==> config.mk <==
export PLATFORM = sky130hd
export DESIGN_NAME = mem_cmd_arbiter
export DESIGN_NICKNAME = d
export VERILOG_FILES = /design/src/hw/soc_mem_pkg.sv /design/src/hw/mem_cmd_arbiter.sv
export SDC_FILE = /design/constraint.sdc
export NUM_CORES = 1
export LEC_CHECK = 0
export BUFFER_PORTS_ARGS = -buffer_cell sky130_fd_sc_hd__buf_2
export CORE_ASPECT_RATIO = 2
export CORE_MARGIN = 4
export CORE_UTILIZATION = 35
export CTS_BUF_LIST = sky130_fd_sc_hd__clkbuf_4
export DETAILED_ROUTE_END_ITERATION = 7
export PLACE_DENSITY_LB_ADDON = 0.08
export REMOVE_ABC_BUFFERS = 1
export SLEW_MARGIN = 20
export SYNTH_ARGS = -nofsm -noshare
export SYNTH_HDL_FRONTEND = slang
export SYNTH_SLANG_ARGS = --single-unit
==> constraint.sdc <==
create_clock -name clkConstrained -period 4.21 [get_ports clkConstrained]
set_input_delay 0.2105 -clock clkConstrained [delete_from_list [all_inputs] [get_ports clkConstrained]]
set_output_delay 0.2105 -clock clkConstrained [all_outputs]
set_load 0.05 [all_outputs]
==> src/hw/soc_mem_pkg.sv <==
`default_nettype none

package soc_mem_pkg;

    // data and address word width
    localparam int XLEN = 32;

    // register block base; the single set bit picks mmio over ram
    localparam logic [XLEN-1:0] MMIO_BASE = 32'h4000_0000;
    localparam int REGION_BIT = $clog2(MMIO_BASE);

    // address field widths
    localparam int BYTE_OFF_W = 2;
    localparam int REG_SEL_W  = 3;
    localparam int SPARE_W    = XLEN - REGION_BIT - 1;
    localparam int WORD_IDX_W = REGION_BIT - BYTE_OFF_W;
    localparam int MMIO_PAD_W = REGION_BIT - REG_SEL_W - BYTE_OFF_W;

    // gpio bits that reach the board
    localparam int LED_W = 6;

    // register word offsets inside the mmio block
    localparam logic [REG_SEL_W-1:0] REG_MTIME_LO    = 3'd0;
    localparam logic [REG_SEL_W-1:0] REG_MTIME_HI    = 3'd1;
    localparam logic [REG_SEL_W-1:0] REG_MTIMECMP_LO = 3'd2;
    localparam logic [REG_SEL_W-1:0] REG_MTIMECMP_HI = 3'd3;
    localparam logic [REG_SEL_W-1:0] REG_CYCLE_LO    = 3'd4;
    localparam logic [REG_SEL_W-1:0] REG_GPIO        = 3'd5;
    // any write to tohost ends the run
    localparam logic [REG_SEL_W-1:0] REG_EXIT        = 3'd6;

    // one address word, seen as a ram word index or a register select
    typedef union packed {
        struct packed {
            logic [SPARE_W-1:0]    spare;
            logic                  region;
            logic [WORD_IDX_W-1:0] word_idx;
            logic [BYTE_OFF_W-1:0] byte_off;
        } ram;
        struct packed {
            logic [SPARE_W-1:0]    spare;
            logic                  region;
            logic [MMIO_PAD_W-1:0] pad;
            logic [REG_SEL_W-1:0]  reg_sel;
            logic [BYTE_OFF_W-1:0] byte_off;
        } mmio;
    } mem_addr_t;

    // which port owns the outstanding request
    typedef enum logic {
        SRC_INSTR = 1'b0,
        SRC_DATA  = 1'b1
    } resp_src_e;

endpackage

`default_nettype wire
==> src/hw/mem_cmd_arbiter.sv <==
`default_nettype none

module mem_cmd_arbiter (
    input  wire                           clkConstrained,
    input  wire                           rst,
    input  wire                           exited,

    // instruction fetch port, read only
    input  wire                           ireq_valid,
    input  wire [soc_mem_pkg::XLEN-1:0]   ireq_addr,
    output logic                          ireq_ready,
    output logic                          iresp_valid,
    output logic [soc_mem_pkg::XLEN-1:0]  iresp_rdata,

    // data access port
    input  wire                           dreq_valid,
    input  wire [soc_mem_pkg::XLEN-1:0]   dreq_addr,
    input  wire                           dreq_wen,
    input  wire [soc_mem_pkg::XLEN-1:0]   dreq_wdata,
    output logic                          dreq_ready,
    output logic                          dresp_valid,
    output logic [soc_mem_pkg::XLEN-1:0]  dresp_rdata,

    // towards the memory map controller
    output logic                          mem_req_valid,
    output logic [soc_mem_pkg::XLEN-1:0]  mem_req_addr,
    output logic                          mem_req_wen,
    output logic [soc_mem_pkg::XLEN-1:0]  mem_req_wdata,
    input  wire                           mem_req_ready,
    input  wire                           mem_resp_valid,
    input  wire [soc_mem_pkg::XLEN-1:0]   mem_resp_rdata
);

    logic                   busy_q;
    soc_mem_pkg::resp_src_e src_q;
    logic                   itake;
    logic                   dtake;

    // one slot only and the data port goes first
    assign dreq_ready = !busy_q;
    // fetches stop for good once the program has exited
    assign ireq_ready = !busy_q && !exited && !dreq_valid;

    assign dtake = dreq_valid && dreq_ready;
    assign itake = ireq_valid && ireq_ready;

    always_ff @(posedge clkConstrained) begin
        if (rst) begin
            busy_q        <= 1'b0;
            mem_req_valid <= 1'b0;
            src_q         <= soc_mem_pkg::SRC_INSTR;
        end else if (dtake || itake) begin
            busy_q        <= 1'b1;
            mem_req_valid <= 1'b1;
            src_q         <= dtake ? soc_mem_pkg::SRC_DATA : soc_mem_pkg::SRC_INSTR;
        end else begin
            if (mem_req_valid && mem_req_ready) begin
                mem_req_valid <= 1'b0;
            end
            // slot frees on the response pulse
            if (mem_resp_valid) begin
                busy_q <= 1'b0;
            end
        end
    end

    always_ff @(posedge clkConstrained) begin
        if (dtake) begin
            mem_req_addr  <= dreq_addr;
            mem_req_wen   <= dreq_wen;
            mem_req_wdata <= dreq_wdata;
        end else if (itake) begin
            mem_req_addr  <= ireq_addr;
            mem_req_wen   <= 1'b0;
            mem_req_wdata <= '0;
        end
    end

    // response goes back to whoever issued the request
    assign iresp_valid = mem_resp_valid && (src_q == soc_mem_pkg::SRC_INSTR);
    assign dresp_valid = mem_resp_valid && (src_q == soc_mem_pkg::SRC_DATA);
    assign iresp_rdata = mem_resp_rdata;
    assign dresp_rdata = mem_resp_rdata;

    // a controller response always lands on exactly one user port
    a_resp_one_port: assert property (
        @(posedge clkConstrained) disable iff (rst)
        mem_resp_valid |-> busy_q && (iresp_valid ^ dresp_valid)
    );

    // request held steady until the controller takes it
    a_req_hold: assert property (
        @(posedge clkConstrained) disable iff (rst)
        (mem_req_valid && !mem_req_ready) |=>
            mem_req_valid && $stable(mem_req_addr) && $stable(mem_req_wen)
            && $stable(mem_req_wdata)
    );

endmodule

`default_nettype wire

**Word level (Yosys, flattened, before mapping)**

Index checks and enable logic that the tools add are counted.

- $add $sub $neg: 0
- Multipliers: 0
- Div/mod/pow operators: 0
- Magnitude comparators: 0
- Eq/ne operators: 0
- Shift operators: 0
- Multiplexer cells: 11
- Bitwise logic cells: 1
- Reductions and logical operators: 14

Operators with widths:

| cell | number |
|---|---|
| $mux 32 | 4 |
| $logic_and 1x1->1 | 7 |
| $mux 1 | 7 |
| $reduce_bool 2->1 | 3 |
| $logic_not 1->1 | 3 |
| $logic_or 1x1->1 | 1 |
| $not 1->1 | 1 |

- Flip-flop bits (word level): 68
- Bits in latches: 0
- Memory bits (writable): 0
- Bits in read-only memories: 0
- Output and inout bits: 134
- Logic and storage cells: 32
- Memories kept: 0

**Longest topological paths before layout**

- Depth after elaboration: 6
- Gate-level depth with buffers: 4
- Depth with buffers taken out: 2

**Least setup slack after synthesis**

Ideal clock, no wire load.

- Path kind: input-to-reg
- Start: in exited
- End: reg mem_req_addr[0] in the netlist's numbering (enable)
- Setup time: 509 ps
- Arrival: 3544 ps
- Required time: 3701 ps
- Setup slack: 157 ps
- Cell stages on the path: 2
- Buffers on the path: 0
- Cells stage by stage: nand2b_1 a21oi_1

- Word-level cells in the longest chain between the ends: 5

RTL lines:

| what | RTL line | RTL |
|---|---|---|
| start: declaration | mem_cmd_arbiter.sv:6 | `input wire exited,` |
| $logic_not 1->1 | mem_cmd_arbiter.sv:42 | `assign ireq_ready = !busy_q && !exited && !dreq_valid;` |
| $logic_and 1x1->1 (2 in a row) | mem_cmd_arbiter.sv:42 |  |
| $logic_and 1x1->1 | mem_cmd_arbiter.sv:45 | `assign itake = ireq_valid && ireq_ready;` |
| $reduce_bool 2->1 (no source line) | -- |  |
| end signal: assignment | mem_cmd_arbiter.sv:69 | `mem_req_addr <= dreq_addr;` |
| end signal: assignment | mem_cmd_arbiter.sv:73 | `mem_req_addr <= ireq_addr;` |
| end: declaration | mem_cmd_arbiter.sv:26 | `output logic [soc_mem_pkg::XLEN-1:0] mem_req_addr,` |

Every way passes these cells.
A chain may end at the register's enable or synchronous reset.

**Worst setup path in the final report**

- Start: reg busy_q
- End: reg mem_req_addr[0] in the netlist's numbering (data pin)

- Word-level cells in the longest chain between the ends: 3

RTL lines:

| what | RTL line | RTL |
|---|---|---|
| start: declaration | mem_cmd_arbiter.sv:34 | `logic busy_q;` |
| start signal: assignment | mem_cmd_arbiter.sv:49 | `busy_q <= 1'b0;` |
| start signal: assignment | mem_cmd_arbiter.sv:53 | `busy_q <= 1'b1;` |
| start signal: assignment | mem_cmd_arbiter.sv:62 | `busy_q <= 1'b0;` |
| $logic_not 1->1 | mem_cmd_arbiter.sv:40 | `assign dreq_ready = !busy_q;` |
| $logic_and 1x1->1 | mem_cmd_arbiter.sv:44 | `assign dtake = dreq_valid && dreq_ready;` |
| $mux 32 | mem_cmd_arbiter.sv:68 | `if (dtake) begin` |

Every way passes these cells.

==> run metrics <==
Site Rows 49; mapped cell area 3270 um2; antenna violations before repair 0; Core Footprint 9070 um2; most instantiated cells after synthesis 65 x edfxtp_1, 64 x buf_4, 34 x and2_1, 17 x mux2_4, 15 x mux2_2; Avg Cell Area, Syn 14.9 um2; DRT Wirelength 10900 um; maximum fanout along the worst path 46; Setup Buffers After CTS 0; Leakage 0.00178 uW; Die H 145 um; CTS tree yes; Fin. Hold Viols 0; Fillers 908; Worst setup SP type register; max-slew violations 0; gate count after technology mapping 220; area leader, netlist edfxtp_1; non-filler cells, final 445; Slew HR 56.2%; clock slew at reported path FFs 0.12 ns; number of inserted diodes 0; Fin Clk Skew 0.0125 ns; IO buf count 173; unrepaired setup endpoints after global routing no; # DRC 0; Detailed Routing Iterations Pass 1 4; most common cell in the netlist edfxtp_1; FMAX 472 MHz; first-pass GRT wire length 14700 um; crit share post-route 50.4%; final core utilization 43.4%; violation count after the first detailed-route iteration 42; Placer Congestion 0.769; vias in the first global route 2202; I/O pin cnt 270; Final setup viols 0; Worst Tran Pin Value 0.655 ns; top-area cell type share of the netlist area 59.7%; Yosys cell types 19; Die Outline Area 11000 um2; total congestion overflow 0; Peak VDD IR 0.196 mV; worst setup margin 2.09 ns; Max Root-Sink Buffers 2; Critical Path RT 4.38 ns; Nets 474; vias per inst 4.74; Starting Density 36.0%; Total Routing Usage GR 19.4%; crit path time final 2.12 ns; Antenna Violating Nets Remaining 0; hpwl dp 9010 um; max-cap viol count 0; Hold Slack 0.0535 ns; clk_lat worst skew 0.42 ns; worst setup path category register to register; register bit total from synthesis 68; vias 2110; ys flop type edfxtp_1; Cell Pwr Density 429 nW/um2; Async S/R FF share, synth 0%; Die W 76.4 um; Final TNS setup 0 ns; dpl ws 2.06 ns; Placed Instances 426; clock sinks 68; Syn-to-layout area delta 20.3%; Post-synth EDFFs 65; CP arrival 2.29 ns; largest net degree at the start of global routing 47; share of post-route cells with drive strength above 1 65.6%; Seq/Total Area, Yosys 61.5%; WL/cell 24.5 um; Inserted Clock Buffers 9; outcome finished clean; H-tree Lvls 3; critical path capture point type register; count of warnings emitted by yosys 0; top post-synthesis cells by area edfxtp_1 60%, buf_4 15%, mux2_4 7.8%, and2_1 6.5%, mux2_2 5.2%; clock root buffer clkbuf_4; Hold Crit Class input pin to register
==> path summary, 6_finish.rpt <==
kind                                                 start                         endpoint  slack, ns  cells after the start
worst max-delay path                   busy_q$_SDFFE_PP0P_        mem_req_addr[0]$_DFFE_PP_       2.09                      3
worst min-delay path                        dreq_wdata[30]  mem_req_wdata[30]$_SDFFCE_PN0P_       0.05                      2
worst max register to register         busy_q$_SDFFE_PP0P_        mem_req_addr[0]$_DFFE_PP_       2.09                      3
worst min register to register  mem_req_valid$_SDFFE_PP0P_       mem_req_valid$_SDFFE_PP0P_       0.50                      2
==> cell families after synthesis <==
logic type | count (synthesis) | synth area share, %
compound gates | 4 | 0.880
buf+inv | 74 | 16.6
flops | 68 | 61.5
mux | 32 | 13.0
simple gates | 42 | 8.07
==> cell type report <==
| class | instances | area, um2 | area share (%) |
|---|---|---|---|
| clock inverter | 6 | 63.8 | 1.62 |
| inverter | 3 | 11.3 | 0.286 |
| multi-input combinational | 78 | 733 | 18.6 |
| tap | 102 | 128 | 3.24 |
| timing repair buffer | 178 | 911 | 23.2 |
| sequential | 68 | 2010 | 51.1 |
| clock buffer | 10 | 75.1 | 1.91 |
==> layer usage <==
layer  track usage (%)  up-vias  wire length (um)
met1              13.6      930              2650
met2              35.0      221              5900
li1                  -      938                 -
met5              4.55        -                29
met4              9.93        2               376
met3              15.7       19              1950
==> power breakdown <==
part | internal, uW | switching [uW]
logic | 126 | 300
registers | 816 | 15.5
clock network | 188 | 244
==> cells in the final DEF, fill, tap and decap left out <==
| cell type | Yosys | routed |
|---|---|---|
| nor2b_4 | 0 | 1 |
| nor2b_1 | 1 | 1 |
| clkinv_4 | 0 | 1 |
| buf_2 | 1 | 173 |
| or3b_2 | 1 | 1 |
| clkinv_1 | 0 | 1 |
| clkbuf_4 | 0 | 10 |
| dlygate4sd3_1 | 0 | 3 |
| clkinv_2 | 0 | 1 |
| bufinv_16 | 0 | 1 |
| buf_4 | 64 | 2 |
| and2_1 | 34 | 34 |
| inv_1 | 3 | 3 |
| a31oi_1 | 1 | 1 |
| dfxtp_1 | 3 | 3 |
| inv_6 | 0 | 1 |
| clkinvlp_4 | 0 | 1 |
| nor3_1 | 1 | 1 |
| a21oi_4 | 0 | 1 |
| edfxtp_1 | 65 | 65 |
| a221oi_1 | 2 | 2 |
| mux2_4 | 17 | 17 |
| nor2_1 | 1 | 1 |
| nand2b_1 | 3 | 3 |
| mux2_2 | 15 | 15 |
==> critical path, stage by stage (launching register included) <==
cell and delay, ns:
dfxtp_1 0.43, nor2b_4 0.44, buf_4 0.56, mux2_2 0.40
==> repair_timing <==
action	in CTS	in global routing
resized for setup	0	0
hold buffers	3	0
setup endpoints to repair	0	0
hold endpoints to repair	3	0
==> flip-flops by register name (all words and copies together) (netlist names) <==
register and cells:
src_q 1, busy_q 1, mem_req_valid 1, mem_req_wdata 32, mem_req_wen 1, mem_req_addr 32
==> per-stage QoR <==
step	area [um2]	power (uW)
floorplan	2740	1150
global placement	3760	1270
detailed placement	3760	1280
CTS	3930	1710
global route	3930	1760
finish	3930	1690
(Power assumes the default switching activity.)
