==> src/hw/soc_mem_pkg.sv <==
`default_nettype none

package soc_mem_pkg;

    // data and address word width
    localparam int XLEN = 32;

    // register block base; the single set bit picks mmio over ram
    localparam logic [XLEN-1:0] MMIO_BASE = 32'h4000_0000;
    localparam int REGION_BIT = $clog2(MMIO_BASE);

    // address field widths
    localparam int BYTE_OFF_W = 2;
    localparam int REG_SEL_W  = 3;
    localparam int SPARE_W    = XLEN - REGION_BIT - 1;
    localparam int WORD_IDX_W = REGION_BIT - BYTE_OFF_W;
    localparam int MMIO_PAD_W = REGION_BIT - REG_SEL_W - BYTE_OFF_W;

    // gpio bits that reach the board
    localparam int LED_W = 6;

    // register word offsets inside the mmio block
    localparam logic [REG_SEL_W-1:0] REG_MTIME_LO    = 3'd0;
    localparam logic [REG_SEL_W-1:0] REG_MTIME_HI    = 3'd1;
    localparam logic [REG_SEL_W-1:0] REG_MTIMECMP_LO = 3'd2;
    localparam logic [REG_SEL_W-1:0] REG_MTIMECMP_HI = 3'd3;
    localparam logic [REG_SEL_W-1:0] REG_CYCLE_LO    = 3'd4;
    localparam logic [REG_SEL_W-1:0] REG_GPIO        = 3'd5;
    // any write to tohost ends the run
    localparam logic [REG_SEL_W-1:0] REG_EXIT        = 3'd6;

    // one address word, seen as a ram word index or a register select
    typedef union packed {
        struct packed {
            logic [SPARE_W-1:0]    spare;
            logic                  region;
            logic [WORD_IDX_W-1:0] word_idx;
            logic [BYTE_OFF_W-1:0] byte_off;
        } ram;
        struct packed {
            logic [SPARE_W-1:0]    spare;
            logic                  region;
            logic [MMIO_PAD_W-1:0] pad;
            logic [REG_SEL_W-1:0]  reg_sel;
            logic [BYTE_OFF_W-1:0] byte_off;
        } mmio;
    } mem_addr_t;

    // which port owns the outstanding request
    typedef enum logic {
        SRC_INSTR = 1'b0,
        SRC_DATA  = 1'b1
    } resp_src_e;

endpackage

`default_nettype wire
==> src/hw/timer_regs.sv <==
`default_nettype none

module timer_regs #(
    parameter int FMAX_MHZ = 27
) (
    input  wire                                 clkConstrained,
    input  wire                                 rst,
    input  wire                                 reg_wr,
    input  wire [soc_mem_pkg::REG_SEL_W-1:0]    reg_sel,
    input  wire [soc_mem_pkg::XLEN-1:0]         reg_wdata,
    output logic [soc_mem_pkg::XLEN-1:0]        reg_rdata,
    output logic                                timer_irq,
    output logic [soc_mem_pkg::LED_W-1:0]       led
);

    localparam int PRE_W = (FMAX_MHZ > 1) ? $clog2(FMAX_MHZ) : 1;

    logic [PRE_W-1:0]              prescale_q;
    logic [63:0]                   mtime_q;
    logic [63:0]                   mtimecmp_q;
    logic [63:0]                   cycle_q;
    logic [soc_mem_pkg::XLEN-1:0]  gpio_q;
    logic                          tick;

    // one tick per microsecond
    assign tick = (prescale_q == PRE_W'(FMAX_MHZ - 1));

    always_ff @(posedge clkConstrained) begin
        if (rst) begin
            prescale_q <= '0;
            mtime_q    <= '0;
            mtimecmp_q <= '1;
            cycle_q    <= '0;
            gpio_q     <= '0;
            timer_irq  <= 1'b0;
        end else begin
            cycle_q <= cycle_q + 64'd1;
            if (tick) begin
                prescale_q <= '0;
                mtime_q    <= mtime_q + 64'd1;
            end else begin
                prescale_q <= prescale_q + PRE_W'(1);
            end
            timer_irq <= (mtime_q >= mtimecmp_q);
            // only mtimecmp and gpio are writable here
            if (reg_wr) begin
                case (reg_sel)
                    soc_mem_pkg::REG_MTIMECMP_LO: mtimecmp_q[31:0]  <= reg_wdata;
                    soc_mem_pkg::REG_MTIMECMP_HI: mtimecmp_q[63:32] <= reg_wdata;
                    soc_mem_pkg::REG_GPIO:        gpio_q            <= reg_wdata;
                    default: ;
                endcase
            end
        end
    end

    always_comb begin
        case (reg_sel)
            soc_mem_pkg::REG_MTIME_LO:    reg_rdata = mtime_q[31:0];
            soc_mem_pkg::REG_MTIME_HI:    reg_rdata = mtime_q[63:32];
            soc_mem_pkg::REG_MTIMECMP_LO: reg_rdata = mtimecmp_q[31:0];
            soc_mem_pkg::REG_MTIMECMP_HI: reg_rdata = mtimecmp_q[63:32];
            soc_mem_pkg::REG_CYCLE_LO:    reg_rdata = cycle_q[31:0];
            soc_mem_pkg::REG_GPIO:        reg_rdata = gpio_q;
            default:                      reg_rdata = '0;
        endcase
    end

    // leds are active low on the board
    assign led = ~gpio_q[soc_mem_pkg::LED_W-1:0];

endmodule

`default_nettype wire

==> config.mk <==
export PLATFORM = sky130hd
export DESIGN_NAME = timer_regs
export DESIGN_NICKNAME = d
export VERILOG_FILES = /design/src/hw/soc_mem_pkg.sv /design/src/hw/timer_regs.sv
export SDC_FILE = /design/constraint.sdc
export NUM_CORES = 1
export LEC_CHECK = 0
export BUFFER_PORTS_ARGS = -buffer_cell sky130_fd_sc_hd__buf_2
export CORE_AREA = 5 5 144 146
export CTS_CLUSTER_DIAMETER = 150
export DETAILED_ROUTE_END_ITERATION = 10
export DIE_AREA = 0 0 149 151
export GPL_ROUTABILITY_DRIVEN = 0
export MAX_ROUTING_LAYER = met4
export PLACE_DENSITY_LB_ADDON = 0.12
export SKIP_CTS_REPAIR_TIMING = 1
export SYNTH_ARGS = -nofsm -noshare
export SYNTH_HDL_FRONTEND = slang
export SYNTH_SLANG_ARGS = --single-unit
==> constraint.sdc <==
create_clock -name clkConstrained -period 2.09 [get_ports clkConstrained]
set_input_delay 0.3135 -clock clkConstrained [delete_from_list [all_inputs] [get_ports clkConstrained]]
set_output_delay 0.3135 -clock clkConstrained [all_outputs]
set_load 0.005 [all_outputs]
### Word level (Yosys, flattened, before mapping)

Index checks and enable logic that the tools add are counted.

| cells by class | value |
|---|---|
| bitwise operators | 1 |
| $lt $le $gt $ge | 1 |
| eq/ne operators | 6 |
| add/subtract/negate cells | 3 |
| mux-type cells | 1 |
| reductions and logical operators | 5 |

Operators with widths:

| cell | count |
|---|---|
| $pmux 32 s6 | 1 |
| $add 64x1->64 const B | 2 |
| $ge 64x64->1 | 1 |
| $eq 3x2->1 const B | 2 |
| $eq 3x3->1 const B | 2 |
| $not 6->6 | 1 |
| $reduce_and 2->1 | 3 |
| $add 5x1->5 const B | 1 |
| $eq 5x5->1 const B | 1 |
| $eq 3x1->1 const B | 1 |
| $logic_not 3->1 | 1 |
| $reduce_or 2->1 | 1 |

| word-level totals | value |
|---|---|
| bits of input ports | 38 |
| logic and storage cells | 24 |
| bits in registers | 230 |

### Depth between registers and ports, before layout

Gate-level depths: netlist of the first run.

| logic depth | value |
|---|---|
| depth after elaboration | 2 |
| mapped depth | 10 |

### Least setup slack after synthesis of the first run

Ideal clock, no wire load.

| timing | value |
|---|---|
| kind | reg2reg |
| start | reg prescale_q[0] |
| end | reg mtime_q[63] |
| arrival time | 1944 ps |
| path slack | 76 ps |
| cell stages (with the launch flop) | 9 |
| setup time | 70 ps |
| path buffers | 0 |
| data required time | 2020 ps |
| path through | dfxtp_1 > inv_1 > ha_1 > nand4b_4 > or4_4 > nor2_4 > nand3_2 > or3_1 > a21oi_1 |

| between the ends | value |
|---|---|
| cells in the longest elaborated chain, start to end | 1 |

Ends and longest elaborated chain:

| item | RTL line | source |
|---|---|---|
| from (decl) | timer_regs.sv:18 | `logic [PRE_W-1:0] prescale_q;` |
| from (signal assigned) | timer_regs.sv:42 | `prescale_q <= prescale_q + PRE_W'(1);` |
| $eq 5x5->1 | timer_regs.sv:26 | `assign tick = (prescale_q == PRE_W'(FMAX_MHZ - 1));` |
| to (signal assigned) | timer_regs.sv:40 | `mtime_q <= mtime_q + 64'd1;` |
| to (decl) | timer_regs.sv:19 | `logic [63:0] mtime_q;` |

Every way passes these cells.
A chain may end at the register's enable or synchronous reset.

### Final worst setup path of the first run

| timing | value |
|---|---|
| start | reg mtime_q[1] |
| end | reg mtime_q[39] |

| between the ends | value |
|---|---|
| cells in the longest elaborated chain, start to end | 1 |

Ends and longest elaborated chain:

| item | RTL line |
|---|---|
| $add 64x1->64 | timer_regs.sv:40 |

Every way passes these cells.

==> impl_metrics.json, run 1 <==
{
  "clock_latency_ns": 0.44,
  "peakVddDrop_uv": 545.5,
  "fmax_mhz": 489.9,
  "clockBufferDepth": 2,
  "utilization": 0.6497,
  "layout_common_cells": "189 x dfxtp_1, 164 x nor2_1, 109 x nand2_1",
  "setup-violations-final": 0,
  "gr-usage-met3": 0.04997,
  "fin_cells": 1652,
  "slew_headroom": 0.6544,
  "core-area_um2": 19270,
  "holdCritPathClass": "in2reg",
  "row_count": 51,
  "tns_ns": 0,
  "worstMarginPinSlew_ns": 0.5129,
  "power.density_nw_per_um2": 620.8,
  "drv_cap": 0,
  "tritoncts": "built",
  "rsz0062_at_grt": "yes",
  "layout_commonest_cell": "dfxtp_1",
  "ios": 77,
  "cts_sinks": 198,
  "cp.arrival_ns": 2.41,
  "seq_area_um2": 3975,
  "synthDistinctLibCells": 47,
  "ant_nets": 0,
  "start_util": 0.5396,
  "syn_nets": 1348,
  "die_x_um": 149,
  "drive_gt1_frac": 0.1918,
  "grt_pass1_wl_um": 49290,
  "finalPower_uw": 7772,
  "clkTransAtPathRegs_ns": 0.08,
  "multi_input_area_um2": 5998,
  "clockRootBuffer": "clkbuf_16",
  "cp-end-kind": "flop",
  "grt_max_degree": 65,
  "totalWireLength_um": 31070,
  "die_y_um": 151,
  "status": "finished clean",
  "htreeDepth": 4,
  "numPortBuffers": 76,
  "top_usage_layer": "met2",
  "dp_hpwl_um": 21690,
  "gr-total-overflow": 0,
  "syn_avg_cell_area_um2": 8.373,
  "synthesis.area_um2": 10400,
  "drc": 0,
  "synthCells": 1242,
  "report.final.hold_viol_count": 0,
  "dr.pass1.iters": 8,
  "grt_pass1_vias": 9224,
  "yosys_most_used_dff": "dfxtp_1",
  "grt_util_met1": 0.3571,
  "async_flop_share": 0,
  "required_ns": 2.46,
  "dieArea_um2": 22500,
  "numCtsBuffers": 17,
  "grt_use_met2": 0.4741,
  "crit_type": "reg2reg",
  "period_needed_ns": 2.041,
  "diodes": 0,
  "antenna_found_initial": 0,
  "fin_crit_sh": 0.9766,
  "nFillCells": 1698,
  "fin_worst_skew_ns": 0.01207,
  "maxSlewViolCount": 0,
  "r2r_slack_ns": 0.05,
  "nets": 1480,
  "groute.usage.overall": 0.2871,
  "p_leak_uw": 0.005673,
  "synth-seq-cells": 198,
  "drt_iter0_drc": 775,
  "yosysSeqAreaShare": 0.3812,
  "cp_max_fo": 6,
  "synth_edf_count": 0,
  "dpl.cell_count": 1617,
  "area_delta_synth_final_pct": 20.39,
  "critPathLaunchType": "flop",
  "num_vias": 9598,
  "viasPerCell": 5.810,
  "synth-warning-count": 0,
  "wl_per_cell_um": 18.81
}
power by group:
part | switching [uW] | total [uW] | internal [uW]
Clock | 1530 | 3290 | 1760
Combinational | 367 | 607 | 240
Sequential | 37.7 | 3870 | 3840
per-stage QoR:
stage	worst slack [ns]	hold WS [ns]	cell area [um2]
CTS	-0.1345	0.09964	12360
global placement	-0.01117	0.4411	11780
global route	-0.08001	0.1045	12520
floorplan	0.07591	0.4297	10400
finish	0.04895	0.1102	12520
detailed placement	-0.1130	0.4500	11780
cell type report:
| cell class | count | area share |
|---|---|---|
| flip-flops and latches | 198 | 0.3175 |
| inverters | 76 | 0.02279 |
| repair buffers | 185 | 0.1075 |
| clock buffers | 20 | 0.03728 |
| clock inverters | 12 | 0.009294 |
| well taps | 265 | 0.02648 |
| multi-input cells | 896 | 0.4791 |
registers in the layout (all words and copies together), names as in the netlist:
name,cells
mtime_q,64
mtimecmp_q,64
cycle_q,32
gpio_q,32
prescale_q,5
timer_irq,1
synthesized netlist by cell type (2+ instances only):
cell type / count / area, um2
dfxtp_1: 198 / 3964
nor2_1: 164 / 615.6
nand2_1: 109 / 409.1
a22oi_1: 97 / 728.2
nand3_1: 78 / 390.4
inv_1: 76 / 285.3
xor2_1: 72 / 630.6
ha_1: 68 / 850.8
a211o_1: 63 / 551.8
a21oi_1: 63 / 315.3
clkbuf_1: 54 / 202.7
nand4_1: 34 / 212.7
o21ai_0: 20 / 100.1
and3_1: 15 / 93.84
and4_1: 13 / 113.9
xnor2_1: 13 / 113.9
buf_1: 11 / 41.29
nor3_1: 11 / 55.05
or3_1: 10 / 62.56
a21o_1: 8 / 60.06
and2_1: 7 / 43.79
nand3_2: 6 / 60.06
buf_4: 5 / 37.54
nand2b_1: 4 / 25.02
nor2b_1: 4 / 25.02
nor3b_1: 4 / 30.03
nor4_1: 4 / 25.02
nor4_4: 4 / 85.08
a2111oi_0: 3 / 26.28
a211oi_1: 3 / 22.52
a221o_1: 2 / 20.02
and3b_1: 2 / 17.52
buf_2: 2 / 10.01
o31a_1: 2 / 17.52
cell families after synthesis:
kind of cell / after synthesis / share of synthesized area
flops: 198 / 0.3812
fa+ha+maj: 68 / 0.08182
simple gates: 479 / 0.2299
buf+inv: 148 / 0.05547
mux: 1 / 0.0009626
compound gates: 263 / 0.1790
xor+xnor: 85 / 0.07159
metal layers:
metal	wire length, um	up-vias
li1	-	4655
met1	13360	4600
met2	15080	295
met3	1735	48
met4	893	0
met5	0	-
critical path, stage by stage (launching register included):
cell	delay [ns]
dfxtp_1	0.46
nand2_1	0.14
or4_4	0.54
nor2_4	0.24
nand3_2	0.12
or3_4	0.35
a21oi_2	0.13
worst paths after layout:
check / from / to / cells after the start
hold / removal: reg_wdata[26] / mtimecmp_q[26] / 2
setup / recovery: mtime_q[1] / mtime_q[39] / 6
hold reg to reg: gpio_q[27] / gpio_q[27] / 2
setup reg to reg: mtime_q[1] / mtime_q[39] / 6
(Power assumes the default switching activity.)
==> run 2, diff against run 1 <==
--- a/config.mk
+++ b/config.mk
@@ -9,2 +9,3 @@
 export CORE_AREA = 5 5 144 146
+export CTS_BUF_LIST = sky130_fd_sc_hd__clkbuf_4
 export CTS_CLUSTER_DIAMETER = 150
==> constraint.sdc (replaced) <==
create_clock -name clkConstrained -period 2.09 [get_ports clkConstrained]
set_input_delay 0 -clock clkConstrained [delete_from_list [all_inputs] [get_ports clkConstrained]]
set_output_delay 0 -clock clkConstrained [all_outputs]
set_load 0.005 [all_outputs]
==> impl_metrics.json, run 2 (synthesis results as in run 1) <==
{
  "status": "finished clean",
  "rsz0062_at_grt": "yes",
  "layout_common_cells": "187 x dfxtp_1, 164 x nor2_1, 107 x nand2_1",
  "dieArea_um2": 22500,
  "area_delta_synth_final_pct": 19.93,
  "wl_per_cell_um": 18.23,
  "numPortBuffers": 76,
  "nets": 1513,
  "post-route-worst-setup-slack_ns": 0.007608,
  "grt_max_degree": 70,
  "antenna_found_initial": 1,
  "utilization": 0.6471,
  "fin_worst_skew_ns": 0.02871,
  "timing.hold.ws_ns": 0.1656,
  "layout_commonest_cell": "dfxtp_1",
  "critPathLaunchType": "flop",
  "r2r_start": "mtime_q[0]",
  "ios": 77,
  "crit_start": "mtime_q[0]",
  "die_x_um": 149,
  "p_leak_uw": 0.005647,
  "holdCritPathClass": "in2reg",
  "top_regs": "mtime_q x64, mtimecmp_q x64",
  "cp-end-kind": "flop",
  "num_vias": 9667,
  "fmax_mhz": 480.2,
  "clock_latency_ns": 0.60,
  "pre_cts_slack_ns": -0.05308,
  "maxSlewViolCount": 0,
  "cts_sinks": 198,
  "gr-total-overflow": 0,
  "start_util": 0.5396,
  "drt_iter0_drc": 738,
  "setup-violations-final": 0,
  "fin_crit_sh": 0.9964,
  "worstHoldStart": "reg_wdata[27]",
  "finalPower_uw": 6436,
  "power.density_nw_per_um2": 516.1,
  "dpl.cell_count": 1617,
  "cp_max_fo": 6,
  "numCtsBuffers": 17,
  "viasPerCell": 5.734,
  "dr.pass1.iters": 5,
  "core-area_um2": 19270,
  "top_usage_layer": "met2",
  "report.final.hold_viol_count": 0,
  "crit_type": "reg2reg",
  "clockRootBuffer": "clkbuf_4",
  "fin_cells": 1686,
  "grt_pass1_wl_um": 48000,
  "dp_hpwl_um": 21500,
  "groute.usage.overall": 0.2781,
  "period_needed_ns": 2.082,
  "required_ns": 2.63,
  "r2r_slack_ns": 0.008,
  "htreeDepth": 4,
  "tritoncts": "built",
  "drive_gt1_frac": 0.1845,
  "ant_nets": 0,
  "cp.arrival_ns": 2.62,
  "grt_pass1_vias": 8968,
  "row_count": 51,
  "grt_use_met2": 0.4610,
  "drc": 0,
  "clockBufferDepth": 2,
  "peakVddDrop_uv": 377.2,
  "totalWireLength_um": 30740,
  "slew_headroom": 0.6150,
  "grt_util_met1": 0.3539,
  "gr-usage-met3": 0.03680,
  "worstMarginPinSlew_ns": 0.5774,
  "clkTransAtPathRegs_ns": 0.18,
  "die_y_um": 151,
  "drv_cap": 0
}
run 2: through the flow:
stage	area (um2)	TNS, ns
floorplan	10400	0
global placement	11740	-0.01980
detailed placement	11740	-0.3863
CTS	11990	-1.073
global route	12470	-0.2652
finish	12470	0
run 2: report_power, final:
part	switching [uW]	internal (uW)
registers	37.7	3840
logic	373	271
clock network	1410	500
total	1820	4610
run 2: metal layers:
layer	routed length (um)	share of wire	vias up
met5	0	0	-
li1	-	-	4716
met1	13180	0.43	4572
met4	752	0.024	0
met3	1870	0.061	54
met2	14930	0.49	325
run 2: area by class of cell:
class	count	area, um2
Tap cell	265	331.6
Multi-Input combinational cell	896	5977
Timing Repair Buffer	218	1648
Fill cell	1710	6800
Clock inverter	15	121.4
Clock buffer	17	127.6
Sequential cell	198	3978
Inverter	76	285.3
Antenna cell	1	2.502
run 2: final timing paths:
path               endpoint  cells after the start
max             mtime_q[63]                      7
min          mtimecmp_q[59]                      3
max reg2reg     mtime_q[63]                      7
min reg2reg       gpio_q[7]                      2
run 2: critical path, stage by stage (launching register included):
cell	delay, ns
dfxtp_2	0.36
buf_4	0.13
nand2_1	0.12
or4_4	0.55
nor2_4	0.27
nand3_2	0.11
or3_1	0.35
a21oi_1	0.12
