<file path="src/hw/soc_mem_pkg.sv">
`default_nettype none

package soc_mem_pkg;

    // data and address word width
    localparam int XLEN = 32;

    // register block base; the single set bit picks mmio over ram
    localparam logic [XLEN-1:0] MMIO_BASE = 32'h4000_0000;
    localparam int REGION_BIT = $clog2(MMIO_BASE);

    // address field widths
    localparam int BYTE_OFF_W = 2;
    localparam int REG_SEL_W  = 3;
    localparam int SPARE_W    = XLEN - REGION_BIT - 1;
    localparam int WORD_IDX_W = REGION_BIT - BYTE_OFF_W;
    localparam int MMIO_PAD_W = REGION_BIT - REG_SEL_W - BYTE_OFF_W;

    // gpio bits that reach the board
    localparam int LED_W = 6;

    // register word offsets inside the mmio block
    localparam logic [REG_SEL_W-1:0] REG_MTIME_LO    = 3'd0;
    localparam logic [REG_SEL_W-1:0] REG_MTIME_HI    = 3'd1;
    localparam logic [REG_SEL_W-1:0] REG_MTIMECMP_LO = 3'd2;
    localparam logic [REG_SEL_W-1:0] REG_MTIMECMP_HI = 3'd3;
    localparam logic [REG_SEL_W-1:0] REG_CYCLE_LO    = 3'd4;
    localparam logic [REG_SEL_W-1:0] REG_GPIO        = 3'd5;
    // any write to tohost ends the run
    localparam logic [REG_SEL_W-1:0] REG_EXIT        = 3'd6;

    // one address word, seen as a ram word index or a register select
    typedef union packed {
        struct packed {
            logic [SPARE_W-1:0]    spare;
            logic                  region;
            logic [WORD_IDX_W-1:0] word_idx;
            logic [BYTE_OFF_W-1:0] byte_off;
        } ram;
        struct packed {
            logic [SPARE_W-1:0]    spare;
            logic                  region;
            logic [MMIO_PAD_W-1:0] pad;
            logic [REG_SEL_W-1:0]  reg_sel;
            logic [BYTE_OFF_W-1:0] byte_off;
        } mmio;
    } mem_addr_t;

    // which port owns the outstanding request
    typedef enum logic {
        SRC_INSTR = 1'b0,
        SRC_DATA  = 1'b1
    } resp_src_e;

endpackage

`default_nettype wire
</file>
<file path="src/hw/memory_map_controller.sv">
`default_nettype none

module memory_map_controller #(
    parameter  int RAM_WORDS = 1024,
    localparam int RAM_AW    = (RAM_WORDS > 1) ? $clog2(RAM_WORDS) : 1
) (
    input  wire                                clkConstrained,
    input  wire                                rst,

    // command side
    output logic                               mem_req_ready,
    input  wire                                mem_req_valid,
    input  wire [soc_mem_pkg::XLEN-1:0]        mem_req_addr,
    input  wire                                mem_req_wen,
    input  wire [soc_mem_pkg::XLEN-1:0]        mem_req_wdata,
    output logic                               mem_resp_valid,
    output logic [soc_mem_pkg::XLEN-1:0]       mem_resp_rdata,

    // word ram
    output logic                               ram_en,
    output logic                               ram_we,
    output logic [RAM_AW-1:0]                  ram_addr,
    output logic [soc_mem_pkg::XLEN-1:0]       ram_wdata,
    input  wire [soc_mem_pkg::XLEN-1:0]        ram_rdata,

    // register block
    output logic                               reg_wr,
    output logic [soc_mem_pkg::REG_SEL_W-1:0]  reg_sel,
    output logic [soc_mem_pkg::XLEN-1:0]       reg_wdata,
    input  wire [soc_mem_pkg::XLEN-1:0]        reg_rdata,

    output logic                               exited
);

    soc_mem_pkg::mem_addr_t          req_addr_q;
    logic                            req_wen_q;
    logic [soc_mem_pkg::XLEN-1:0]    req_wdata_q;
    logic                            stage1_q;
    logic                            stage2_q;
    logic                            resp_valid_q;
    logic [soc_mem_pkg::XLEN-1:0]    reg_rdata_q;
    logic [soc_mem_pkg::XLEN-1:0]    resp_rdata_q;
    logic                            accept;
    logic                            is_mmio;

    // busy from accept until the response pulse has gone out
    assign mem_req_ready = !(stage1_q || stage2_q || resp_valid_q);
    assign accept        = mem_req_valid && mem_req_ready;
    assign is_mmio       = req_addr_q.mmio.region;

    // stage 1 drives ram or registers from the captured request
    assign ram_en    = stage1_q && !is_mmio;
    assign ram_we    = ram_en && req_wen_q;
    // ram wraps around its own depth
    assign ram_addr  = RAM_AW'(req_addr_q.ram.word_idx % RAM_WORDS);
    assign ram_wdata = req_wdata_q;

    assign reg_wr    = stage1_q && is_mmio && req_wen_q;
    assign reg_sel   = req_addr_q.mmio.reg_sel;
    assign reg_wdata = req_wdata_q;

    assign mem_resp_valid = resp_valid_q;
    assign mem_resp_rdata = resp_rdata_q;

    always_ff @(posedge clkConstrained) begin
        if (rst) begin
            stage1_q     <= 1'b0;
            stage2_q     <= 1'b0;
            resp_valid_q <= 1'b0;
            exited       <= 1'b0;
        end else begin
            stage1_q     <= accept;
            stage2_q     <= stage1_q;
            resp_valid_q <= stage2_q;
            // sticky until reset
            if (reg_wr && (reg_sel == soc_mem_pkg::REG_EXIT)) begin
                exited <= 1'b1;
            end
        end
    end

    always_ff @(posedge clkConstrained) begin
        if (accept) begin
            req_addr_q  <= mem_req_addr;
            req_wen_q   <= mem_req_wen;
            req_wdata_q <= mem_req_wdata;
        end
        // register read value taken in stage 1 like the ram read
        if (stage1_q && is_mmio) begin
            reg_rdata_q <= reg_rdata;
        end
        // writes answer with zero
        if (stage2_q) begin
            if (req_wen_q) begin
                resp_rdata_q <= '0;
            end else if (is_mmio) begin
                resp_rdata_q <= reg_rdata_q;
            end else begin
                resp_rdata_q <= ram_rdata;
            end
        end
    end

    // every accept gets its pulse three cycles on with no accept in between
    a_accept_to_resp: assert property (
        @(posedge clkConstrained) disable iff (rst)
        accept |=> !accept ##1 !accept ##1 (mem_resp_valid && !accept)
    );

endmodule

`default_nettype wire

</file>
<file path="config.mk">
export PLATFORM = sky130hd
export DESIGN_NAME = memory_map_controller
export DESIGN_NICKNAME = d
export VERILOG_FILES = /design/src/hw/soc_mem_pkg.sv /design/src/hw/memory_map_controller.sv
export SDC_FILE = /design/constraint.sdc
export NUM_CORES = 1
export LEC_CHECK = 0
export ABC_AREA = 1
export BUFFER_PORTS_ARGS = -buffer_cell sky130_fd_sc_hd__buf_2
export CORE_UTILIZATION = 35
export CTS_CLUSTER_SIZE = 28
export DETAILED_ROUTE_END_ITERATION = 16
export GPL_ROUTABILITY_DRIVEN = 0
export GPL_TIMING_DRIVEN = 0
export PLACE_DENSITY_LB_ADDON = 0.05
export SLEW_MARGIN = 20
export SYNTH_ARGS = -nofsm -noshare
export SYNTH_HDL_FRONTEND = slang
export SYNTH_SLANG_ARGS = --single-unit
export TNS_END_PERCENT = 100
</file>
<file path="constraint.sdc">
create_clock -name clkConstrained -period 4.61 [get_ports clkConstrained]
set_input_delay 0 -clock clkConstrained [delete_from_list [all_inputs] [get_ports clkConstrained]]
set_output_delay 0 -clock clkConstrained [all_outputs]
set_load 0.01 [all_outputs]
</file>
After elaboration in Yosys (flattened, before gate mapping)
Cells that the tools add are included.
{"block": "totals", "register_bits": 132, "out_inout_bits": 115, "word_cells": 21}
{"block": "op_classes", "n_eq_ne": 1, "mux": 1, "n_reduce_logical": 10}
{"cell": "32-bit 2-to-1 mux", "n": 1}
{"cell": "1-bit logical AND", "n": 6}
{"cell": "3-bit equality test (second input constant)", "n": 1}
{"cell": "1-bit logical NOT", "n": 2}
{"cell": "1-bit logical OR", "n": 2}

Longest topological paths before layout
Gate-level depths: netlist of run 1.
{"block": "logic_depth", "depth_word": 4, "depth_mapped": 5, "depth_no_buf": 5}

Worst setup path after synthesis of run 1
No wires, ideal clock.
{"block": "synth_timing", "kind": "register -> register", "start": "register stage2_q", "end": "register req_wdata_q, in the netlist ram_wdata[0] (enable)", "setup_ns": 0.445, "arrival_time_ns": 2.763, "required_ns": 4.165, "slack_ns": 1.401, "stages_incl_launch_ff": 4, "path_cell_list": "dfxtp_1 > inv_1 > nand2_1 > nor2_1"}
{"block": "synth_between", "elab_chain_len": 4}
{"element": "start: declaration", "line": "memory_map_controller.sv:39", "rtl": "logic stage2_q;"}
{"element": "start signal: assignment", "line": "memory_map_controller.sv:73", "rtl": "stage2_q <= stage1_q;"}
{"element": "1-bit logical OR (2 in a row)", "line": "memory_map_controller.sv:47", "rtl": "assign mem_req_ready = !(stage1_q || stage2_q || resp_valid_q);"}
{"element": "1-bit logical NOT", "line": "memory_map_controller.sv:47"}
{"element": "1-bit logical AND", "line": "memory_map_controller.sv:48", "rtl": "assign accept = mem_req_valid && mem_req_ready;"}
{"element": "named net accept", "line": "memory_map_controller.sv:43", "rtl": "logic accept;"}
{"element": "end signal: assignment", "line": "memory_map_controller.sv:86", "rtl": "req_wdata_q <= mem_req_wdata;"}
{"element": "end: declaration", "line": "memory_map_controller.sv:37", "rtl": "logic [soc_mem_pkg::XLEN-1:0] req_wdata_q;"}
The timed path passes the listed nets, and every way through them passes these cells.
A chain may end at the register's enable or synchronous reset.

Worst setup path after layout of run 1
{"block": "layout_timing", "start": "register stage1_q", "end": "register req_wdata_q, in the netlist ram_wdata[12] (enable)"}
{"block": "layout_between", "elab_chain_len": 4}
{"element": "start: declaration", "line": "memory_map_controller.sv:38", "rtl": "logic stage1_q;"}
{"element": "start signal: assignment", "line": "memory_map_controller.sv:72", "rtl": "stage1_q <= accept;"}
{"element": "1-bit logical OR (2 in a row)", "line": "memory_map_controller.sv:47"}
{"element": "1-bit logical NOT", "line": "memory_map_controller.sv:47"}
{"element": "1-bit logical AND", "line": "memory_map_controller.sv:48"}
{"element": "named net accept", "line": "memory_map_controller.sv:43"}
The timed path passes the listed nets, and every way through them passes these cells.

==> out/qor.csv, run 1 <==
metric;value;unit
status;completed;
Core Box Area;12160;µm²
slew of the pin with the lowest slew margin;0.6821;ns
final wirelength;10.63;mm
Yosys cell types;18;
worst skew pair latency;0.34;ns
Max Buffers Root-to-Sink;2;
Clock transition at path regs;0.07;ns
cell row count;40;
max-slew violation count;0;
grt total ovfl;0;
Tmin final;1.622;ns
most frequent cells in the layout;buf_2 (229), edfxtp_1 (108), dlygate4sd3_1 (103);
CTS Buf Count;9;
Detail Route Antenna Nets;0;
vias per cell;4.095;
PwrDens;325.0;nW/µm²
final setup vio count;0;
Multi-input gate area;600.6;µm²
Port Buffers;225;
share of layout cells above drive strength 1;54.27;%
Final Skew;0.005680;ns
effective utilization at floorplan;36.28;%
Post-Synth Simple-Gate Area;8.026;%
Iteration-0 DRC Markers;126;
Min-Delay Path Class;in2reg;
DP Worst Slack;2.971;ns
largest family of logic cells by synthesized area;buffers and inverters;
fin util;58.68;%
Final Instance Area;7137;µm²
Post-Syn Nets;418;
Leakage Power;0.003086;µW
Die Y;114.3;µm
worst slew margin relative to its limit;54.46;%
Max Freq;616.6;MHz
post-route setup TNS;0;ns
fin nets;759;
register area;3324;µm²
Syn Inst Count;286;
Max-Cap Viols;0;
CTS tree;done;
Synth warnings;0;
maximum VDD drop;0.0001745;V
Critical Setup Path Class;reg2reg;
Root Driver;clkbuf_16;
multiplexer share of the synthesized area;0;%
maximum fanout along the worst path;28;
syn avg cell area;15.43;µm²
Final Hold Vio Count;0;
vias in the first global route;3220;
setup ws final;2.988;ns
fillers;1016;
DIE AREA;13060;µm²
GRT Resource Usage Total;16.59;%
# resized after CTS;0;
H-tree depth;3;
DRC Markers;0;
# hold bufs at CTS;103;
post-synthesis sequential area ratio;75.33;%
post-detail-place hpwl;7.450;mm
Synth Area in Compound Gates;5.417;%
largest net degree at the start of global routing;33;
initial antenna violation count;0;
worst reg-to-reg path cell count;4;
Post-Synth XOR/XNOR Area;0;%
setup bufs post-CTS;0;
critical path arrival;1.67;ns
overall die width;114.3;µm
Routed WL per cell;13.29;µm
first-pass GRT wire length;16.08;mm
Worst Hold Depth;3;
Synth Register Bits;112;
Top Ports;247;
Final period util;35.18;%
CP required;4.66;ns
clk sink count;112;
antenna fix cells;0;
Area Overhead vs Synth;61.77;%
Min Hold Slack;0.01092;ns
DP Area;5797;µm²
RSZ-0062 raised after global routing;false;
Pre-antenna DRT Iters;4;
most common cell after layout, fill and taps aside;buf_2;
Synth Area in Adders;0;%
Mapped Area;4412;µm²
Critical Path End Type;flop;
vias;3276;
crit start category;flop;
report_power, final:
group	switching, µW	internal (µW)	leakage (µW)	total [µW]
sequential	17.4	1170	0.00104	1190
clock	338	464	0.000153	802
combinational	144	185	0.00189	329
total	500	1820	0.00309	2320
critical path: stages (launching register included):
cell and delay, ns:
dfxtp_1 0.36, nor2_1 0.11, nand2_1 0.12, nor2_4 0.46, buf_12 0.26
cell usage after synthesis:
| library cell | n | area share (%) |
|---|---|---|
| nand3_1 | 1 | 0.11 |
| dfxtp_1 | 4 | 1.8 |
| buf_12 | 2 | 0.91 |
| a21oi_2 | 21 | 4.2 |
| nand2_2 | 20 | 2.8 |
| buf_6 | 4 | 1.0 |
| inv_8 | 1 | 0.26 |
| nand2_1 | 46 | 3.9 |
| buf_8 | 1 | 0.34 |
| a21oi_1 | 11 | 1.2 |
| buf_4 | 45 | 7.7 |
| buf_2 | 4 | 0.45 |
| edfxtp_1 | 108 | 74 |
| nor2_1 | 8 | 0.68 |
| and3_1 | 1 | 0.14 |
| nor3_1 | 1 | 0.11 |
| nand3_2 | 1 | 0.23 |
| inv_1 | 7 | 0.60 |
layout make-up:
cell class,instances,area share (%)
flip-flops and latches,112,46.58
repair buffers,330,30.79
multi-input cells,110,8.415
plain buffers,56,6.417
clock buffers,13,3.787
well taps,168,2.945
clock inverters,3,0.5435
inverters,8,0.5259
state kept, by name, summed over array words and instances, names as in the netlist:
signal          cells
mem_resp_valid      1
req_addr_q         11
mem_resp_rdata     32
req_wen_q           1
stage2_q            1
reg_rdata_q        32
ram_wdata          32
exited              1
stage1_q            1
cell families after synthesis:
family / after synthesis
buffers and inverters: 64
DFF: 112
and+or+nand+nor: 78
AOI/OAI and AO/OA: 32
layer usage:
metal | vias up | wire, µm | GRT usage (%)
met4 | 0 | 265 | 8.485
met3 | 19 | 744 | 4.500
met5 | - | 0 | 0
met2 | 143 | 5429 | 29.41
li1 | 1628 | - | -
met1 | 1486 | 4191 | 18.22
path summary, 6_finish.rpt:
path / slack (ns) / startpoint / end
worst max register to register: 2.99 / stage1_q$_SDFF_PP0_ / ram_wdata[12]$_DFFE_PP_
worst min-delay path: 0.01 / ram_rdata[9] / mem_resp_rdata[9]$_SDFFCE_PP0P_
worst max-delay path: 2.99 / stage1_q$_SDFF_PP0_ / ram_wdata[12]$_DFFE_PP_
worst min register to register: 0.47 / exited$_SDFFE_PP0P_ / exited$_SDFFE_PP0P_
stage by stage:
step | total power (µW) | cells
after floorplan | 1348 | 286
after global placement | 1465 | 679
after detailed placement | 1473 | 681
after CTS | 2349 | 800
after global routing | 2413 | 800
final | 2319 | 800
(Power assumes the default switching activity.)
==> run 2: changes to the inputs <==
- clock period: 4.61 -> 1.7 ns (I/O delays scaled with it)
==> run 2 against run 1 <==
Compared with the run above:
- hold slack better by 0.0062 ns
- register-to-register slack worse by 2.8 ns
- final cell count down 0.13%
- sequential power rose to 2.7 times the previous value
- fmax up 5.2%
==> out/qor.csv, run 2 (same netlist as run 1, synthesis figures left out) <==
metric;value;unit
H-tree depth;3;
DRC Markers;0;
worst slew margin relative to its limit;63.07;%
register area;3327;µm²
CTS Buf Count;9;
Comb power frac;14.7;%
crit start category;flop;
Iteration-0 DRC Markers;82;
status;completed;
clock power share;32.4;%
Internal;4753;µW
initial antenna violation count;0;
most common cell after layout, fill and taps aside;buf_2;
Root Driver;clkbuf_16;
max-slew violation count;0;
Multi-input gate area;609.3;µm²
Net Sw Frac;22.10;%
post-detail-place hpwl;7.432;mm
Max-Cap Viols;0;
CP required;1.68;ns
Min Hold Slack;0.01708;ns
Leakage Power;0.003064;µW
maximum VDD drop;0.0005006;V
sequential share of power;52.9;%
overall die width;114.3;µm
Final Skew;0.005667;ns
Tmin final;1.541;ns
clk sink count;112;
critical path arrival;1.52;ns
first-pass GRT wire length;16.36;mm
Die Y;114.3;µm
final setup vio count;0;
Max Freq;648.9;MHz
PwrDens;858.6;nW/µm²
Final Instance Area;7107;µm²
CP bufs+invs;1;
Core Box Area;12160;µm²
most frequent cells in the layout;buf_2 (229), edfxtp_1 (108), dlygate4sd3_1 (102);
antenna fix cells;0;
Clock transition at path regs;0.07;ns
grt total ovfl;0;
share of layout cells above drive strength 1;54.36;%
total power;6102;µW
CP peak stage delay;0.50;ns
Routed WL per cell;13.72;µm
Critical Path End Type;flop;
cell row count;40;
CTS tree;done;
worst skew pair latency;0.34;ns
maximum fanout along the worst path;33;
final wirelength;10.96;mm
crit-path cells;inv_2, nand2_2, nor2_2;
fillers;1058;
Slowest cell on crit path;dfxtp_4;
Area Overhead vs Synth;61.09;%
vias in the first global route;3305;
DP Area;5789;µm²
CP delay by family, top;simple AND/OR/NAND/NOR gates;
vias per cell;4.130;
vias;3300;
Port Buffers;225;
GRT Resource Usage Total;16.83;%
Detail Route Antenna Nets;0;
Final period util;90.65;%
Top Ports;247;
Max Buffers Root-to-Sink;2;
DIE AREA;13060;µm²
Min-Delay Path Class;in2reg;
NetSw;1348;µW
slew of the pin with the lowest slew margin;0.5533;ns
RSZ-0062 raised after global routing;false;
largest net degree at the start of global routing;34;
Pre-antenna DRT Iters;4;
Critical Setup Path Class;reg2reg;
Final Hold Vio Count;0;
effective utilization at floorplan;36.28;%
fin nets;759;
-- run 2: per-layer routing --
metal / vias to the layer above / wire [µm] / global-route usage [%]
met5: - / 0 / 0
met3: 12 / 774 / 4.447
met2: 138 / 5874 / 31.64
met1: 1516 / 4158 / 17.97
met4: 0 / 152 / 6.234
li1: 1634 / - / -
-- run 2: worst paths after layout --
kind | endpoint | slack (ns) | start | cells past startpoint
worst max-delay path | req_addr_q[10]$_DFFE_PP_ | 0.16 | stage2_q$_SDFF_PP0_ | 3
worst min-delay path | mem_resp_rdata[29]$_SDFFCE_PP0P_ | 0.02 | ram_rdata[29] | 3
worst max register to register | req_addr_q[10]$_DFFE_PP_ | 0.16 | stage2_q$_SDFF_PP0_ | 3
worst min register to register | exited$_SDFFE_PP0P_ | 0.47 | exited$_SDFFE_PP0P_ | 2
-- run 2: area by class of cell --
class                           instances  area share (%)
Buffer                                 56           6.444
Inverter                                8          0.5634
Timing Repair Buffer                  329           30.88
Sequential cell                       112           46.81
Clock buffer                           15           3.768
Tap cell                              168           2.958
Multi-Input combinational cell        111           8.574
-- run 2: stage by stage --
step,utilization (%),setup slack [ns],instances,setup TNS [ns]
finish,58.44,0.1589,799,0
global route,58.44,0.05932,799,0
CTS,58.25,0.02694,798,0
detailed placement,47.60,-0.1283,680,-3.033
global placement,47.38,-0.4008,679,-28.67
floorplan,-,0.007339,286,0
-- run 2: what timing repair did --
action / in CTS / in global routing
gates resized for setup: 0 / 2
hold buffers: 102 / 0
endpoints found under the setup margin: 24 / 56
cloned: 1 / 0
buffers inserted: 0 / 1
endpoints found under the hold margin: 105 / 0
pin swaps: 1 / 1
-- run 2: tightest hold or removal path, stage by stage --
cell and delay, ns:
buf_2 0.09, nand2_2 0.05, a21oi_2 0.10
-- run 2: power groups by stage --
| stage | registers (µW) | logic, µW | clock network, µW |
|---|---|---|---|
| 5_1_grt | 3240 | 976 | 2130 |
| 3_3_place_gp | 3290 | 683 | 0 |
| 4_1_cts | 3230 | 898 | 2030 |
| 6_report | 3230 | 898 | 1970 |
| 3_5_place_dp | 3290 | 706 | 0 |
| 2_1_floorplan | 3320 | 331 | 0 |
